### src/cpu_pkg.sv
package cpu_pkg;

	typedef logic [31:0] word_t;
	typedef logic [4:0] reg_addr_t;

	typedef enum logic [6:0] {
		opc_op     = 7'b0110011,
		opc_op_imm = 7'b0010011,
		opc_load   = 7'b0000011,
		opc_store  = 7'b0100011,
		opc_branch = 7'b1100011,
		opc_jal    = 7'b1101111
	} opcode_e;

	typedef enum logic [2:0] {
		alu_add,
		alu_sub,
		alu_and,
		alu_or,
		alu_xor,
		alu_slt
	} alu_op_e;

	typedef struct packed {
		logic [6:0] funct7;
		reg_addr_t rs2;
		reg_addr_t rs1;
		logic [2:0] funct3;
		reg_addr_t rd;
		opcode_e opcode;
	} r_format_t;

	typedef struct packed {
		logic [11:0] imm;
		reg_addr_t rs1;
		logic [2:0] funct3;
		reg_addr_t rd;
		opcode_e opcode;
	} i_format_t;

	typedef struct packed {
		logic [6:0] imm_hi;
		reg_addr_t rs2;
		reg_addr_t rs1;
		logic [2:0] funct3;
		logic [4:0] imm_lo;
		opcode_e opcode;
	} s_format_t;

	// branch offset is scattered, bit 0 implied zero
	typedef struct packed {
		logic imm_12;
		logic [5:0] imm_10_5;
		reg_addr_t rs2;
		reg_addr_t rs1;
		logic [2:0] funct3;
		logic [3:0] imm_4_1;
		logic imm_11;
		opcode_e opcode;
	} b_format_t;

	typedef struct packed {
		logic imm_20;
		logic [9:0] imm_10_1;
		logic imm_11;
		logic [7:0] imm_19_12;
		reg_addr_t rd;
		opcode_e opcode;
	} j_format_t;

	typedef union packed {
		r_format_t r_format;
		i_format_t i_format;
		s_format_t s_format;
		b_format_t b_format;
		j_format_t j_format;
	} instr_u;

	// addi x0, x0, 0
	localparam word_t nop_instr = 32'h0000_0013;

	typedef struct packed {
		logic reg_write;
		logic mem_read;
		logic mem_write;
		logic branch;
		logic link;
		logic alu_src_imm;
		alu_op_e alu_op;
	} ctrl_t;

	typedef struct packed {
		logic valid;
		word_t pc;
		instr_u instr;
	} ifid_t;

	typedef struct packed {
		logic valid;
		word_t pc;
		ctrl_t ctrl;
		reg_addr_t rs1;
		reg_addr_t rs2;
		reg_addr_t rd;
		word_t rs1_data;
		word_t rs2_data;
		word_t imm;
	} idex_t;

	typedef struct packed {
		logic valid;
		ctrl_t ctrl;
		reg_addr_t rd;
		word_t result;
		word_t store_data;
	} exmem_t;

	typedef struct packed {
		logic valid;
		logic reg_write;
		reg_addr_t rd;
		word_t wb_data;
	} memwb_t;

	typedef struct packed {
		logic valid;
		word_t target;
	} redirect_t;

endpackage

### src/fetch_stage.sv
`timescale 1ns/1ps

module fetch_stage #(
	parameter cpu_pkg::word_t reset_pc = 32'h0000_0000
) (
	input logic clock,
	input logic reset,
	input logic stall,
	input cpu_pkg::redirect_t id_redirect,
	input cpu_pkg::redirect_t ex_redirect,
	output cpu_pkg::word_t instr_addr,
	input cpu_pkg::word_t instr_data,
	output cpu_pkg::ifid_t ifid
);
	import cpu_pkg::*;

	word_t pc;
	word_t pc_next;
	logic bubble;

	assign instr_addr = pc;

	// taken beq beats the load-use hold, which beats jal
	always_comb begin
		pc_next = pc + 32'd4;
		bubble = 1'b0;
		if (ex_redirect.valid) begin
			pc_next = ex_redirect.target;
			bubble = 1'b1;
		end else if (stall) begin
			pc_next = pc;
		end else if (id_redirect.valid) begin
			pc_next = id_redirect.target;
			bubble = 1'b1;
		end
	end

	always_ff @(posedge clock or negedge reset) begin
		if (!reset) begin
			pc <= reset_pc;
			ifid.valid <= 1'b0;
			ifid.pc <= '0;
			ifid.instr <= nop_instr;
		end else begin
			pc <= pc_next;
			if (bubble) begin
				ifid.valid <= 1'b0;
				ifid.instr <= nop_instr;
			end else if (!stall) begin
				ifid.valid <= 1'b1;
				ifid.pc <= pc;
				ifid.instr <= instr_data;
			end
		end
	end

	// redirect targets come from decode and execute
	pc_aligned: assert property (@(posedge clock) disable iff (!reset) pc[1:0] == 2'b00);

endmodule

### src/decode_stage.sv
`timescale 1ns/1ps

module decode_stage (
	input logic clock,
	input logic reset,
	input cpu_pkg::ifid_t ifid,
	input cpu_pkg::redirect_t ex_redirect,
	input cpu_pkg::memwb_t memwb,
	output cpu_pkg::idex_t idex,
	output logic stall,
	output cpu_pkg::redirect_t id_redirect
);
	import cpu_pkg::*;

	ctrl_t ctrl;
	word_t imm;
	reg_addr_t rs1;
	reg_addr_t rs2;
	reg_addr_t rd;
	logic uses_rs1;
	logic uses_rs2;
	logic wb_en;
	word_t rs1_data;
	word_t rs2_data;
	word_t register_file [32];

	// register fields sit at the same place in every format that has them
	assign rs1 = ifid.instr.r_format.rs1;
	assign rs2 = ifid.instr.r_format.rs2;
	assign rd = ifid.instr.r_format.rd;

	always_comb begin
		ctrl = '0;
		imm = '0;
		uses_rs1 = 1'b0;
		uses_rs2 = 1'b0;
		if (ifid.valid) begin
			case (ifid.instr.r_format.opcode)
				opc_op: begin
					ctrl.reg_write = 1'b1;
					uses_rs1 = 1'b1;
					uses_rs2 = 1'b1;
					case (ifid.instr.r_format.funct3)
						3'b000: begin
							if (ifid.instr.r_format.funct7[5]) begin
								ctrl.alu_op = alu_sub;
							end else begin
								ctrl.alu_op = alu_add;
							end
						end
						3'b010: ctrl.alu_op = alu_slt;
						3'b100: ctrl.alu_op = alu_xor;
						3'b110: ctrl.alu_op = alu_or;
						3'b111: ctrl.alu_op = alu_and;
						default: ctrl.alu_op = alu_add;
					endcase
				end
				opc_op_imm, opc_load: begin
					ctrl.reg_write = 1'b1;
					ctrl.mem_read = (ifid.instr.r_format.opcode == opc_load);
					ctrl.alu_src_imm = 1'b1;
					uses_rs1 = 1'b1;
					imm = {{20{ifid.instr.i_format.imm[11]}}, ifid.instr.i_format.imm};
				end
				opc_store: begin
					ctrl.mem_write = 1'b1;
					ctrl.alu_src_imm = 1'b1;
					uses_rs1 = 1'b1;
					uses_rs2 = 1'b1;
					imm = {{20{ifid.instr.s_format.imm_hi[6]}}, ifid.instr.s_format.imm_hi,
						ifid.instr.s_format.imm_lo};
				end
				opc_branch: begin
					ctrl.branch = 1'b1;
					ctrl.alu_op = alu_sub;
					uses_rs1 = 1'b1;
					uses_rs2 = 1'b1;
					imm = {{19{ifid.instr.b_format.imm_12}}, ifid.instr.b_format.imm_12,
						ifid.instr.b_format.imm_11, ifid.instr.b_format.imm_10_5,
						ifid.instr.b_format.imm_4_1, 1'b0};
				end
				opc_jal: begin
					ctrl.reg_write = 1'b1;
					ctrl.link = 1'b1;
					imm = {{11{ifid.instr.j_format.imm_20}}, ifid.instr.j_format.imm_20,
						ifid.instr.j_format.imm_19_12, ifid.instr.j_format.imm_11,
						ifid.instr.j_format.imm_10_1, 1'b0};
				end
				default: ctrl = '0;
			endcase
		end
	end

	// load result not ready until it reaches memwb
	assign stall = idex.valid && idex.ctrl.mem_read && idex.rd != '0 &&
		((uses_rs1 && rs1 == idex.rd) || (uses_rs2 && rs2 == idex.rd));

	assign id_redirect.valid = ctrl.link;
	assign id_redirect.target = ifid.pc + imm;

	assign wb_en = memwb.valid && memwb.reg_write && memwb.rd != '0;

	always_ff @(posedge clock) begin
		if (wb_en) begin
			register_file[memwb.rd] <= memwb.wb_data;
		end
	end

	// x0 reads zero, a same-cycle write is passed straight through
	function automatic word_t read_reg(input reg_addr_t addr);
		word_t value;
		if (addr == '0) begin
			value = '0;
		end else if (wb_en && memwb.rd == addr) begin
			value = memwb.wb_data;
		end else begin
			value = register_file[addr];
		end
		return value;
	endfunction

	always_comb begin
		rs1_data = read_reg(rs1);
		rs2_data = read_reg(rs2);
	end

	always_ff @(posedge clock or negedge reset) begin
		if (!reset) begin
			idex <= '0;
		end else if (ex_redirect.valid || stall) begin
			idex.valid <= 1'b0;
			idex.ctrl <= '0;
		end else begin
			idex.valid <= ifid.valid;
			idex.pc <= ifid.pc;
			idex.ctrl <= ctrl;
			idex.rs1 <= rs1;
			idex.rs2 <= rs2;
			idex.rd <= rd;
			idex.rs1_data <= rs1_data;
			idex.rs2_data <= rs2_data;
			idex.imm <= imm;
		end
	end

	// jal reads no register, so it never waits behind a load
	no_stalled_jal: assert property (@(posedge clock) disable iff (!reset)
		!(stall && id_redirect.valid));

endmodule

### src/execute_stage.sv
`timescale 1ns/1ps

module execute_stage (
	input logic clock,
	input logic reset,
	input cpu_pkg::idex_t idex,
	output cpu_pkg::exmem_t exmem,
	input cpu_pkg::memwb_t memwb,
	output cpu_pkg::redirect_t ex_redirect
);
	import cpu_pkg::*;

	logic exmem_writes;
	logic memwb_writes;
	word_t fwd_a;
	word_t fwd_b;
	word_t op_a;
	word_t op_b;
	word_t result;

	// only real writers with a nonzero rd may forward
	assign exmem_writes = exmem.valid && exmem.ctrl.reg_write && exmem.rd != '0;
	assign memwb_writes = memwb.valid && memwb.reg_write && memwb.rd != '0;

	// nearer stage holds the younger value
	function automatic word_t pick(input logic from_exmem, input logic from_memwb,
		input word_t exmem_value, input word_t memwb_value, input word_t reg_value);
		word_t value;
		if (from_exmem) begin
			value = exmem_value;
		end else if (from_memwb) begin
			value = memwb_value;
		end else begin
			value = reg_value;
		end
		return value;
	endfunction

	assign fwd_a = pick(exmem_writes && exmem.rd == idex.rs1,
		memwb_writes && memwb.rd == idex.rs1, exmem.result, memwb.wb_data, idex.rs1_data);
	assign fwd_b = pick(exmem_writes && exmem.rd == idex.rs2,
		memwb_writes && memwb.rd == idex.rs2, exmem.result, memwb.wb_data, idex.rs2_data);

	// jal writes pc + 4 as its link value
	assign op_a = idex.ctrl.link ? idex.pc : fwd_a;
	assign op_b = idex.ctrl.link ? 32'd4 : (idex.ctrl.alu_src_imm ? idex.imm : fwd_b);

	always_comb begin
		case (idex.ctrl.alu_op)
			alu_add: result = op_a + op_b;
			alu_sub: result = op_a - op_b;
			alu_and: result = op_a & op_b;
			alu_or: result = op_a | op_b;
			alu_xor: result = op_a ^ op_b;
			alu_slt: result = {31'b0, $signed(op_a) < $signed(op_b)};
			default: result = op_a + op_b;
		endcase
	end

	assign ex_redirect.valid = idex.valid && idex.ctrl.branch && fwd_a == fwd_b;
	assign ex_redirect.target = idex.pc + idex.imm;

	always_ff @(posedge clock or negedge reset) begin
		if (!reset) begin
			exmem <= '0;
		end else begin
			exmem.valid <= idex.valid;
			exmem.ctrl <= idex.ctrl;
			exmem.rd <= idex.rd;
			exmem.result <= result;
			exmem.store_data <= fwd_b;
		end
	end

	// x0 operands stay zero through decode and forwarding alike
	x0_operand_a: assert property (@(posedge clock) disable iff (!reset)
		(idex.valid && idex.rs1 == '0) |-> fwd_a == '0);
	x0_operand_b: assert property (@(posedge clock) disable iff (!reset)
		(idex.valid && idex.rs2 == '0) |-> fwd_b == '0);

endmodule

### src/memory_stage.sv
`timescale 1ns/1ps

module memory_stage (
	input logic clock,
	input logic reset,
	input cpu_pkg::exmem_t exmem,
	output cpu_pkg::word_t data_addr,
	output cpu_pkg::word_t data_wdata,
	output logic data_wen,
	output logic data_ren,
	input cpu_pkg::word_t data_rdata,
	output cpu_pkg::memwb_t memwb
);
	import cpu_pkg::*;

	assign data_addr = exmem.result;
	assign data_wdata = exmem.store_data;
	assign data_wen = exmem.valid && exmem.ctrl.mem_write;
	assign data_ren = exmem.valid && exmem.ctrl.mem_read;

	always_ff @(posedge clock or negedge reset) begin
		if (!reset) begin
			memwb <= '0;
		end else begin
			memwb.valid <= exmem.valid;
			memwb.reg_write <= exmem.ctrl.reg_write;
			memwb.rd <= exmem.rd;
			// read data arrives in the same cycle as the address
			memwb.wb_data <= exmem.ctrl.mem_read ? data_rdata : exmem.result;
		end
	end

	// decode never marks one instruction as both load and store
	one_strobe: assert property (@(posedge clock) disable iff (!reset)
		!(data_wen && data_ren));

endmodule

### src/cpu.sv
`timescale 1ns/1ps

module cpu #(
	parameter cpu_pkg::word_t reset_pc = 32'h0000_0000
) (
	input logic clock,
	input logic reset,
	output cpu_pkg::word_t instr_addr,
	input cpu_pkg::word_t instr_data,
	output cpu_pkg::word_t data_addr,
	output cpu_pkg::word_t data_wdata,
	output logic data_wen,
	output logic data_ren,
	input cpu_pkg::word_t data_rdata
);
	import cpu_pkg::*;

	ifid_t ifid;
	idex_t idex;
	exmem_t exmem;
	memwb_t memwb;
	logic stall;
	redirect_t id_redirect;
	redirect_t ex_redirect;

	fetch_stage #(
		.reset_pc(reset_pc)
	) u_fetch (
		.clock(clock),
		.reset(reset),
		.stall(stall),
		.id_redirect(id_redirect),
		.ex_redirect(ex_redirect),
		.instr_addr(instr_addr),
		.instr_data(instr_data),
		.ifid(ifid)
	);

	decode_stage u_decode (
		.clock(clock),
		.reset(reset),
		.ifid(ifid),
		.ex_redirect(ex_redirect),
		.memwb(memwb),
		.idex(idex),
		.stall(stall),
		.id_redirect(id_redirect)
	);

	execute_stage u_execute (
		.clock(clock),
		.reset(reset),
		.idex(idex),
		.exmem(exmem),
		.memwb(memwb),
		.ex_redirect(ex_redirect)
	);

	memory_stage u_memory (
		.clock(clock),
		.reset(reset),
		.exmem(exmem),
		.data_addr(data_addr),
		.data_wdata(data_wdata),
		.data_wen(data_wen),
		.data_ren(data_ren),
		.data_rdata(data_rdata),
		.memwb(memwb)
	);

endmodule

### config.mk
export PLATFORM = sky130hd
export DESIGN_NAME = cpu
export DESIGN_NICKNAME = d
export VERILOG_FILES = /design/src/cpu_pkg.sv /design/src/fetch_stage.sv /design/src/decode_stage.sv /design/src/execute_stage.sv /design/src/memory_stage.sv /design/src/cpu.sv
export SDC_FILE = /design/constraint.sdc
export NUM_CORES = 2
export LEC_CHECK = 0
export BUFFER_PORTS_ARGS = -buffer_cell sky130_fd_sc_hd__buf_4
export CAP_MARGIN = 10
export CORE_MARGIN = 2
export CORE_UTILIZATION = 55
export DETAILED_ROUTE_END_ITERATION = 10
export GPL_TIMING_DRIVEN = 0
export PLACE_DENSITY = 0.71
export SLEW_MARGIN = 10
export SYNTH_ARGS = -nofsm -noshare
export SYNTH_HDL_FRONTEND = slang
export SYNTH_HIERARCHICAL = 1
export SYNTH_SLANG_ARGS = --single-unit
export TNS_END_PERCENT = 10
### constraint.sdc
create_clock -name clock -period 6.6 [get_ports clock]
set_input_delay 0 -clock clock [delete_from_list [all_inputs] [get_ports clock]]
set_output_delay 0 -clock clock [all_outputs]
set_load 0.01 [all_outputs]
==> metrics.md <==
| Metric | Value |
|---|---|
| Final Instance Count excl. Fillers | 7,647 |
| Total Routing Usage GR | 40.7% |
| Io pins | 164 |
| Critical path's largest stage delay | 620 ps |
| FILL cells | 9,471 |
| Critical Path RT | 7270 ps |
| Final #Nets | 5,987 |
| Min-delay src | data_rdata[29] |
| Actual slew at the worst max-slew pin | 1480 ps |
| Layout cell share with drive strength beyond 1 | 25.2% |
| Crit path buf inv count | 1 |
| Reg2reg start | u_memory/memwb[32] |
| CTS tree | built |
| Cell Area, Synth | 73,300 um2 |
| Clock skew | 32.3 ps |
| Clock-pin slew on the worst setup and hold paths | 60 ps |
| Worst r2r dst | u_execute/exmem[63] |
| Ys Warns | 6 |
| Max-slew violation count | 0 |
| RSZ-0062 raised after global routing | false |
| Remaining routing DRC violations | 0 |
| Leak Pwr | 31.3 nW |
| Tcrit/Tclk final | 98.8% |
| Final TNS setup | 0 ps |
| Hold EP | u_memory/memwb[29] |
| CTS sink cnt | 1,375 |
| Max stage delay cell, worst path | a2111oi_1 |
| Horiz. Die Dim | 369 um |
| Grt total ovfl | 0 |
| Cell row count | 133 |
| Vias in the first global route | 53,200 |
| Initial Util | 55.6% |
| Layout area overhead | 15.1% |
| Relative slew slack | 1.16% |
| CTS H-tree lvls | 4 |
| Avg Vias per Cell | 7.18 |
| Die height | 369 um |
| Worst-path maximum fanout | 10 |
| CP Capture Type | flip-flop |
| HPWL Detailed | 194,000 um |
| First-pass GRT wire length | 389,000 um |
| DIE AREA | 136,000 um2 |
| DRT iter0 DRCs | 9,298 |
| Drt total wl | 279,000 um |
| Family with the most delay on the worst path | compound AO/OA/AOI/OAI gates |
| Mapped Cells | 5,255 |
| Tot Pwr | 24.9 mW |
| Max Clk Rate | 0.153 GHz |
| Initial antenna violation count | 10 |
| Maximum VDD drop | 255 uV |
| Worst reg2reg setup slack | 80 ps |
| IO Port Bufs | 163 |
| Total of max-cap violations | 0 |
| Placed insts | 7,249 |
| Min Hold Slack | 27.7 ps |
| P per Cell Area | 295 nW/um2 |
| CP cell instances | or3_1 > o311a_1 > nand3_1 > clkbuf_1 > nand2_1 > a31oi_1 > mux2i_1 > or2_2 > ha_1 > or2_1 > a2111oi_1 > nand2b_1 > a21oi_2 > o2111ai_1 > a2111oi_4 > o211ai_1 > or2_2 > o211ai_1 |
| Worst skew pair latency | 820 ps |
| CTS Buf Count | 146 |
| Post-DRT Antenna Nets | 0 |
| Core region area | 132,000 um2 |
| Critical path class | flip-flop to flip-flop |
| Hold Path Stages | 3 |
| Startpoint Class | flip-flop |
| Final core utilization | 64.0% |
| Average cell area after synthesis | 14.0 um2 |
| DR WL/cell | 36.5 um |
| Root buffer cell | clkbuf_16 |
| Hold Crit Class | primary input to flip-flop |
| Minimum clock period | 6520 ps |
| Placer Congestion | 1.05 |
| Outcome | finished clean |
| Final setup fails | 0 |
| Reg2Reg Depth | 18 |
| Vias | 54,900 |
| Largest net degree at the start of global routing | 94 |
| CP arrival | 7190 ps |
| Max Buffers Root-to-Sink | 3 |
| Iteration count of the initial detailed-routing pass | 10 |
| Final-report hold violation count | 0 |
-- routing by layer --
| metal | up-vias | part of all wire (%) | GRT usage [%] |
|---|---|---|---|
| met5 | - | 0.016 | 0 |
| met4 | 6 | 8.6 | 28.1 |
| met3 | 1190 | 14 | 13.4 |
| met2 | 4788 | 44 | 61.3 |
| met1 | 27300 | 33 | 50.0 |
| li1 | 21600 | - | - |
-- worst min-delay path, cell delays in order --
cell           delay, ps
dlygate4sd3_1        530
buf_4                120
mux2_2               130
-- layout by cell type (no fill, tap or decap), types with 136 or more instances in the layout --
cell,instances
nor2_1,237
a21oi_1,246
mux2_2,143
mux2i_1,261
nand2_1,372
clkbuf_1,212
edfxtp_1,1024
dfrtp_1,317
ha_1,159
buf_4,280
inv_1,136
clkbuf_16,151
o21ai_0,185
mux4_2,498
-- metrics by stage --
| stage | setup slack, ps | instance area [um2] |
|---|---|---|
| 2_1_floorplan | 1680 | 73400 |
| 3_3_place_gp | -441 | 76900 |
| 3_5_place_dp | -330 | 78100 |
| 4_1_cts | 52.9 | 84300 |
| 5_1_grt | 29.3 | 84400 |
| 6_report | 81.5 | 84400 |
-- registers in the layout, indices dropped and copies added (netlist names) --
| name | count |
|---|---|
| u_execute/exmem | 73 |
| u_fetch/ifid | 65 |
| u_fetch/instr_addr | 32 |
| u_memory/memwb | 39 |
| u_decode/register_file | 1024 |
| u_decode/idex | 142 |
-- report_power, final --
part,leakage (nW),total [mW],switching (mW),internal (mW)
logic,15.4,4.16,2.41,1.75
registers,13.6,12.2,1.66,10.6
clock network,2.36,8.50,3.67,4.83
-- layout make-up --
class | instances | area (um2) | area share [%]
flip-flops and latches | 1375 | 39600 | 46.9
multi-input cells | 3332 | 31400 | 37.2
clock buffers | 187 | 3980 | 4.72
repair buffers | 325 | 3430 | 4.06
plain buffers | 440 | 2370 | 2.80
well taps | 1755 | 2200 | 2.60
clock inverters | 85 | 931 | 1.10
inverters | 138 | 518 | 0.614
diodes | 10 | 25.0 | 0.0296
-- worst max-delay path by stage --
stage	startpoint	endpoint	depth (start not counted)
floorplan	u_execute/exmem[65]	u_execute/exmem[62]	20
global placement	u_fetch/ifid[17]	u_fetch/instr_addr[30]	20
detailed placement	u_memory/memwb[33]	u_execute/exmem[62]	20
CTS	u_memory/memwb[32]	u_execute/exmem[62]	20
global route	u_memory/memwb[32]	u_execute/exmem[62]	19
finish	u_memory/memwb[32]	u_execute/exmem[63]	18
-- timing repair --
item                                    4_1_cts  5_1_grt
buffers inserted                              0        0
hold buffers                                117        0
gates resized for setup                       7       23
hold endpoints to repair                    335        0
endpoints found under the setup margin        8       15
Note: power is estimated with default switching activity, not from simulation.
